[src/rtl/tnoc_pkg.sv]
package tnoc_pkg;

  localparam int DATA_WIDTH  = 32;
  localparam int MAX_PAYLOAD = 4;  // payload flits per packet at most
  localparam int PORTS       = 2;
  localparam int FIFO_DEPTH  = 4;  // depth of the lane FIFO unless an instance sets its own

  // widths that carry a meaning of their own
  typedef logic [DATA_WIDTH-1:0]          tnoc_data_t;
  typedef logic [$clog2(PORTS)-1:0]       tnoc_dest_t;
  typedef logic [3:0]                     tnoc_tag_t;
  typedef logic [$clog2(MAX_PAYLOAD)-1:0] tnoc_len_t;  // payload flits minus one

  // one write request as the packetizer takes it in
  // payload[0] leaves the lane first and payload[len] is the last word of the packet
  typedef struct packed {
    tnoc_dest_t                   dest;
    tnoc_tag_t                    tag;
    tnoc_len_t                    len;
    tnoc_data_t [MAX_PAYLOAD-1:0] payload;
  } tnoc_req_t;

  // one flit on any link of the lane
  // a header flit carries its routing fields in the low data bits
  //   bit 0      dest
  //   bits 4..1  tag
  //   bits 6..5  len
  // and zeros in every bit above
  typedef struct packed {
    logic       head;
    logic       tail;
    tnoc_data_t data;
  } tnoc_flit_t;

  // packetizer FSM
  // HEAD holds the header flit and BODY walks the payload words
  typedef enum logic [1:0] {
    IDLE,
    HEAD,
    BODY
  } tnoc_pack_state_e;

endpackage

[src/rtl/tnoc_packetizer.sv]
`timescale 1ns/1ps

module tnoc_packetizer (
  input  logic                 clk,
  input  logic                 rst_n,
  input  tnoc_pkg::tnoc_req_t  req,
  input  logic                 req_valid,
  output logic                 req_ready,
  output tnoc_pkg::tnoc_flit_t flit,
  output logic                 flit_valid,
  input  logic                 flit_ready
);
  import tnoc_pkg::*;

  tnoc_pack_state_e state;
  tnoc_pack_state_e state_next;
  tnoc_req_t        req_q;
  tnoc_len_t        idx;      // payload word on the link while in BODY
  logic             accept;
  logic             flit_xfer;
  logic             last;

  assign accept    = req_valid && req_ready;
  assign flit_xfer = flit_valid && flit_ready;
  assign last      = (idx == req_q.len);

  always_comb begin
    state_next = state;
    case (state)
      IDLE: begin
        if (accept) begin
          state_next = HEAD;
        end
      end
      HEAD: begin
        if (flit_xfer) begin
          state_next = BODY;
        end
      end
      BODY: begin
        if (flit_xfer && last) begin
          state_next = IDLE;
        end
      end
      default: begin
        state_next = IDLE;
      end
    endcase
  end

  always_ff @(posedge clk or negedge rst_n) begin
    if (!rst_n) begin
      state     <= IDLE;
      idx       <= '0;
      req_ready <= 1'b0;
    end else begin
      state     <= state_next;
      req_ready <= (state_next == IDLE);  // one request in flight at a time
      if (accept) begin
        idx <= '0;
      end else if ((state == BODY) && flit_xfer && !last) begin
        idx <= idx + 1'b1;
      end
    end
  end

  // the request stays here until its tail has left
  always_ff @(posedge clk) begin
    if (accept) begin
      req_q <= req;
    end
  end

  // valid comes from the state register alone
  assign flit_valid = (state != IDLE);

  always_comb begin
    flit = '0;
    case (state)
      HEAD: begin
        flit.head      = 1'b1;
        flit.data[0]   = req_q.dest;
        flit.data[4:1] = req_q.tag;
        flit.data[6:5] = req_q.len;
      end
      BODY: begin
        flit.data = req_q.payload[idx];
        flit.tail = last;
      end
      default: begin
        flit = '0;
      end
    endcase
  end

endmodule

[src/rtl/tnoc_flit_fifo.sv]
`timescale 1ns/1ps

module tnoc_flit_fifo #(
  parameter int DEPTH = tnoc_pkg::FIFO_DEPTH
) (
  input  logic                 clk,
  input  logic                 rst_n,
  input  tnoc_pkg::tnoc_flit_t in_flit,
  input  logic                 in_valid,
  output logic                 in_ready,
  output tnoc_pkg::tnoc_flit_t out_flit,
  output logic                 out_valid,
  input  logic                 out_ready
);
  import tnoc_pkg::*;

  tnoc_flit_t                 mem [DEPTH];
  logic [$clog2(DEPTH)-1:0]   wr_ptr;
  logic [$clog2(DEPTH)-1:0]   rd_ptr;
  logic [$clog2(DEPTH+1)-1:0] count;
  logic                       full;
  logic                       wr_en;
  logic                       rd_en;

  assign full      = (count == $bits(count)'(DEPTH));
  assign out_valid = (count != '0);
  assign out_flit  = mem[rd_ptr];

  // a full FIFO still takes a flit when the head leaves in the same cycle
  assign in_ready = !full || out_ready;

  assign wr_en = in_valid && in_ready;
  assign rd_en = out_valid && out_ready;

  always_ff @(posedge clk) begin
    if (wr_en) begin
      mem[wr_ptr] <= in_flit;
    end
  end

  always_ff @(posedge clk or negedge rst_n) begin
    if (!rst_n) begin
      wr_ptr <= '0;
      rd_ptr <= '0;
      count  <= '0;
    end else begin
      if (wr_en) begin
        wr_ptr <= (wr_ptr == $bits(wr_ptr)'(DEPTH - 1)) ? '0 : wr_ptr + 1'b1;
      end
      if (rd_en) begin
        rd_ptr <= (rd_ptr == $bits(rd_ptr)'(DEPTH - 1)) ? '0 : rd_ptr + 1'b1;
      end
      case ({wr_en, rd_en})
        2'b10:   count <= count + 1'b1;
        2'b01:   count <= count - 1'b1;
        default: count <= count;
      endcase
    end
  end

endmodule

[src/rtl/tnoc_route_demux.sv]
`timescale 1ns/1ps

module tnoc_route_demux (
  input  logic                       clk,
  input  logic                       rst_n,
  input  tnoc_pkg::tnoc_flit_t       in_flit,
  input  logic                       in_valid,
  output logic                       in_ready,
  output tnoc_pkg::tnoc_flit_t       out_flit,
  output logic [tnoc_pkg::PORTS-1:0] out_valid,
  input  logic [tnoc_pkg::PORTS-1:0] out_ready
);
  import tnoc_pkg::*;

  tnoc_dest_t route_q;  // port held by the packet in flight
  tnoc_dest_t hdr_dest;
  tnoc_dest_t sel;
  logic       busy;     // set from header transfer until tail transfer
  logic       xfer;

  assign hdr_dest = in_flit.data[$bits(tnoc_dest_t)-1:0];

  // a header picks its port directly and later flits follow the stored route
  always_comb begin
    if (busy) begin
      sel = route_q;
    end else begin
      sel = hdr_dest;
    end
  end

  // the flit bus is shared and only the selected port sees valid
  assign out_flit = in_flit;

  always_comb begin
    for (int p = 0; p < PORTS; p++) begin
      out_valid[p] = in_valid && (sel == tnoc_dest_t'(p));
    end
  end

  assign in_ready = out_ready[sel];  // a stall on the chosen port stalls the FIFO
  assign xfer     = in_valid && in_ready;

  always_ff @(posedge clk or negedge rst_n) begin
    if (!rst_n) begin
      busy    <= 1'b0;
      route_q <= '0;
    end else if (xfer) begin
      if (in_flit.head) begin
        busy    <= !in_flit.tail;
        route_q <= sel;
      end else if (in_flit.tail) begin
        busy <= 1'b0;  // the wormhole is released so the next header may pick either port
      end
    end
  end

endmodule

[src/rtl/tnoc_lane.sv]
`timescale 1ns/1ps

module tnoc_lane (
  input  logic                       clk,
  input  logic                       rst_n,
  input  tnoc_pkg::tnoc_req_t        req,
  input  logic                       req_valid,
  output logic                       req_ready,
  output tnoc_pkg::tnoc_flit_t       out_flit,
  output logic [tnoc_pkg::PORTS-1:0] out_valid,
  input  logic [tnoc_pkg::PORTS-1:0] out_ready
);
  import tnoc_pkg::*;

  // packetizer to FIFO
  tnoc_flit_t pk_flit;
  logic       pk_valid;
  logic       pk_ready;

  // FIFO to route demux
  tnoc_flit_t fifo_flit;
  logic       fifo_valid;
  logic       fifo_ready;

  tnoc_packetizer tnoc_packetizer_i (
    .clk        (clk),
    .rst_n      (rst_n),
    .req        (req),
    .req_valid  (req_valid),
    .req_ready  (req_ready),
    .flit       (pk_flit),
    .flit_valid (pk_valid),
    .flit_ready (pk_ready)
  );

  tnoc_flit_fifo #(
    .DEPTH (FIFO_DEPTH)
  ) tnoc_flit_fifo_i (
    .clk       (clk),
    .rst_n     (rst_n),
    .in_flit   (pk_flit),
    .in_valid  (pk_valid),
    .in_ready  (pk_ready),
    .out_flit  (fifo_flit),
    .out_valid (fifo_valid),
    .out_ready (fifo_ready)
  );

  tnoc_route_demux tnoc_route_demux_i (
    .clk       (clk),
    .rst_n     (rst_n),
    .in_flit   (fifo_flit),
    .in_valid  (fifo_valid),
    .in_ready  (fifo_ready),
    .out_flit  (out_flit),
    .out_valid (out_valid),
    .out_ready (out_ready)
  );

endmodule

[config.mk]
export PLATFORM = sky130hd
export DESIGN_NAME = tnoc_lane
export DESIGN_NICKNAME = d
export VERILOG_FILES = /design/src/rtl/tnoc_pkg.sv /design/src/rtl/tnoc_packetizer.sv /design/src/rtl/tnoc_flit_fifo.sv /design/src/rtl/tnoc_route_demux.sv /design/src/rtl/tnoc_lane.sv
export SDC_FILE = /design/constraint.sdc
export NUM_CORES = 1
export LEC_CHECK = 0
export BUFFER_PORTS_ARGS = -buffer_cell sky130_fd_sc_hd__buf_2
export CORE_UTILIZATION = 30
export CTS_CLUSTER_SIZE = 16
export DETAILED_ROUTE_END_ITERATION = 6
export HOLD_SLACK_MARGIN = 0.05
export SLEW_MARGIN = 20
export SYNTH_ARGS = -nofsm -noshare
export SYNTH_HDL_FRONTEND = slang
export SYNTH_SLANG_ARGS = --single-unit
[constraint.sdc]
create_clock -name clk -period 5.75 [get_ports clk]
set_input_delay 0.575 -clock clk [delete_from_list [all_inputs] [get_ports clk]]
set_output_delay 0.575 -clock clk [all_outputs]
set_load 0.05 [all_outputs]
==> Implementation_results.wiki <==
{| class="wikitable"
! Metric !! Value
|-
| Status || finished with violations
|-
| Violations in the final reports || design-rule violations
|-
| Post-Route Hold Slack || 0.215 ns
|-
| Synthesized instance count || 498
|-
| Share of post-route cells with drive strength above 1 || 0.438
|-
| Routed wire length || 22000 um
|-
| Met3 routed wirelength || 1540 um
|-
| Async set or reset register ratio after synthesis || 0.0491
|-
| Data arrival at the endpoint of the critical path || 3.39 ns
|-
| Clock tree from TritonCTS || built
|-
| Wire length of the first global-routing pass || 33300 um
|-
| Max-slew violation count || 0
|-
| FILL cells || 3281
|-
| Maximum number of pins on one net before global-route repair || 85
|-
| Worst Path Max Fanout || 37
|-
| Detailed-route via count || 5225
|-
| Ranking of synthesized cells by area || sky130_fd_sc_hd__edfxtp_1 74%, sky130_fd_sc_hd__mux4_2 13%, sky130_fd_sc_hd__dfrtp_1 3.2%, sky130_fd_sc_hd__and2_1 1.7%, sky130_fd_sc_hd__ha_1 1.1%
|-
| Summed instance area of the synthesized netlist || 11000 um2
|-
| Class of the most critical hold timing path || in -> reg
|-
| 1st-pass router iterations || 6
|-
| Maximum level of the CTS H-tree || 2
|-
| Leakage Power || 4.76 nW
|-
| Clock latency on the worst-skew pair || 0.53 ns
|-
| Most frequently used flop master after synthesis || sky130_fd_sc_hd__edfxtp_1
|-
| Io pins || 177
|-
| CTS Buffer Depth || 3
|-
| Post-Syn Area per Cell || 22.1 um2
|-
| Num CTS Buffers || 34
|-
| Die height || 193 um
|-
| Clock Tree Root || sky130_fd_sc_hd__clkbuf_16
|-
| Worst path top cell family by delay || flip-flops
|-
| Antenna-violating nets left || 0
|-
| Number of buffers inserted by port buffering || 176
|-
| Critical path cell sequence || mux2i_1 > o22a_2 > a21bo_1 > a21oi_4 > and2_2
|-
| Overall Power || 0.00733 W
|-
| Weighted congestion reported at the end of routability-driven placement || 0.679
|-
| CTS clock-pin slew for the worst setup and hold paths || 0.06 ns
|-
| Num rows || 69
|-
| DIE WIDTH || 193 um
|-
| Register bit total from synthesis || 285
|-
| Crit. End Element || register
|-
| Highest ir drop seen on vdd || 0.248 mV
|-
| Critical path class || reg -> reg
|-
| Count of unique library cells instantiated by Yosys || 42
|-
| Max-capacitance violation count || 0
|-
| Number of antenna violations at the first check in global routing || 0
|-
| Sequential fraction of the synthesis area || 0.773
|-
| Required time reported for the critical path endpoint || 5.89 ns
|-
| Setup Total Neg Slack || 0 ns
|-
| Final Critical Period || 3.25 ns
|-
| Net count of the mapped netlist || 649
|-
| Remaining global-route overflow || 0
|-
| Vias in the first global route || 5634
|-
| Total buffers and inverters traversed by the critical path || 0
|-
| Syn. warnings || 0
|-
| Worst Clk Skew || 0.0236 ns
|-
| Post-synth top area share || 0.741
|-
| Starting DRC count in detailed routing || 232
|-
| Worst path max stage delay || 0.96 ns
|-
| Finish-stage setup viols || 0
|-
| Met2 wire length || 10800 um
|-
| Met1 layer wirelength in the final routing || 9350 um
|-
| Transition time of the tightest slew-check pin || 1.03 ns
|-
| Die area || 37400 um2
|-
| Num Clock Sinks || 285
|-
| # DRC || 8
|-
| Post-synth EDFFs || 271
|-
| DP HPWL || 14100 um
|-
| List of most frequent post-synthesis cells || 271 x sky130_fd_sc_hd__edfxtp_1, 64 x sky130_fd_sc_hd__mux4_2, 30 x sky130_fd_sc_hd__and2_1
|-
| Core area || 35800 um2
|-
| Tcrit/Tclk final || 0.566
|-
| Post-cts resize count || 0
|-
| Net count reported at finish || 843
|-
| Kind of launch point of the worst setup path || register
|-
| Highest-delay cell along the critical path || sky130_fd_sc_hd__dfrtp_2
|-
| Unrepaired setup endpoints after global routing || false
|-
| Highest routed layer || met4
|-
| Relative slew slack || 0.314
|-
| Global-route total usage across every layer || 0.120
|-
| Number of hold-slack violations in the final timing report || 0
|-
| Library cell occupying the most area in the post-synthesis netlist || sky130_fd_sc_hd__edfxtp_1
|-
| Total inserted antenna cells || 0
|-
| Total power per unit cell area || 544 nW/um2
|-
| Number of vias per cell || 4.44
|-
| Area Overhead vs Synth || 22.6%
|-
| Fmax || 307 MHz
|-
| DR WL/cell || 18.7 um
|-
| Starting Density || 0.307
|-
| Library cell with the highest instance count after synthesis || sky130_fd_sc_hd__edfxtp_1
|}
-- metrics by stage --
stage / std cells / area [um2] / util / setup WS, ns
global route: 1176 / 13500 / 0.376 / 2.23
CTS: 1176 / 13500 / 0.376 / 2.37
detailed placement: 1116 / 12400 / 0.345 / 2.40
floorplan: 498 / 11000 / - / 1.30
finish: 1176 / 13500 / 0.376 / 2.50
global placement: 1116 / 12400 / 0.345 / 2.47
-- sequential cells by signal (all words and copies together) (netlist names) --
| name | flops |
|---|---|
| tnoc_packetizer_i.req_ready | 1 |
| tnoc_flit_fifo_i.count | 3 |
| tnoc_route_demux_i.route_q | 1 |
| tnoc_flit_fifo_i.rd_ptr | 2 |
| tnoc_packetizer_i.state | 2 |
| tnoc_packetizer_i.idx | 2 |
| tnoc_route_demux_i.busy | 1 |
| tnoc_packetizer_i.req_q | 135 |
| tnoc_flit_fifo_i.wr_ptr | 2 |
| tnoc_flit_fifo_i.mem | 136 |
-- cells in the final DEF (no fill, tap or decap), types with 2 or more instances in the layout --
cell type	count
sky130_fd_sc_hd__bufinv_16	3
sky130_fd_sc_hd__dfrtp_2	4
sky130_fd_sc_hd__xor2_1	4
sky130_fd_sc_hd__clkbuf_1	5
sky130_fd_sc_hd__ha_1	9
sky130_fd_sc_hd__and2_1	26
sky130_fd_sc_hd__nand2_1	7
sky130_fd_sc_hd__inv_1	11
sky130_fd_sc_hd__clkinv_2	5
sky130_fd_sc_hd__nor2_1	9
sky130_fd_sc_hd__nor2b_1	7
sky130_fd_sc_hd__clkinv_8	2
sky130_fd_sc_hd__o21ai_0	5
sky130_fd_sc_hd__mux2_4	3
sky130_fd_sc_hd__mux4_2	64
sky130_fd_sc_hd__inv_6	4
sky130_fd_sc_hd__clkbuf_16	35
sky130_fd_sc_hd__a22oi_1	8
sky130_fd_sc_hd__edfxtp_1	271
sky130_fd_sc_hd__clkinv_1	5
sky130_fd_sc_hd__nor3_1	2
sky130_fd_sc_hd__a21oi_1	4
sky130_fd_sc_hd__buf_2	176
sky130_fd_sc_hd__mux2i_1	5
sky130_fd_sc_hd__dfrtp_1	10
sky130_fd_sc_hd__buf_4	3
sky130_fd_sc_hd__and2_2	4
-- per-layer routing --
| layer | global-route usage | vias to the layer above |
|---|---|---|
| met1 | 0.154 | 2624 |
| li1 | - | 2424 |
| met5 | 0 | - |
| met3 | 0.0399 | 31 |
| met4 | 0.0359 | 0 |
| met2 | 0.193 | 146 |
-- cells by family after synthesis --
logic type | synth area share
AO/OA/AOI/OAI | 0.0201
XOR/XNOR | 0.00399
adder cells (fa/ha/maj) | 0.0132
buffers and inverters | 0.0152
flip-flops | 0.773
multiplexers | 0.142
AND/OR/NAND/NOR | 0.0324
-- cell type report --
cell class | count | area (um2) | share of cell area
inverter | 12 | 50.0 | 0.00372
clock inverter | 19 | 200 | 0.0149
multi-input combinational | 179 | 2330 | 0.173
timing repair buffer | 180 | 913 | 0.0678
clock buffer | 40 | 895 | 0.0664
sequential | 285 | 8490 | 0.631
tap | 461 | 577 | 0.0428
-- worst paths after layout --
kind / start / end / slack, ns / depth (start not counted)
max: tnoc_flit_fifo_i.rd_ptr[1] / tnoc_flit_fifo_i.mem[0][24] / 2.50 / 5
min: req[128] / tnoc_packetizer_i.req_q[128] / 0.22 / 1
max reg2reg: tnoc_flit_fifo_i.rd_ptr[1] / tnoc_flit_fifo_i.mem[0][24] / 2.50 / 5
min reg2reg: tnoc_flit_fifo_i.count[2] / tnoc_flit_fifo_i.count[2] / 0.49 / 1
max in group asynchronous: rst_n / tnoc_packetizer_i.idx[1] / 5.00 / 2
min in group asynchronous: rst_n / tnoc_flit_fifo_i.wr_ptr[1] / 0.48 / 2
-- report_power, final --
group / internal (W) / switching, W / leakage [nW]
registers: 0.00282 / 0.000176 / 2.73
logic: 0.000734 / 0.00150 / 1.50
clock network: 0.00126 / 0.000837 / 0.535
total: 0.00481 / 0.00252 / 4.76
-- timing repair --
item / in CTS / in global routing
setup buffers: 0 / 0
hold buffers: 1 / 0
hold endpoints to repair: 14 / 0
-- worst reg2reg max path, delay by kind of cell, from the launching register on --
family / cells / cell delay [ns]
and+or+nand+nor: 1 / 0.82
DFF: 1 / 0.96
AOI/OAI and AO/OA: 3 / 0.85
muxes: 1 / 0.21
Note: power is estimated with default switching activity, not from simulation.
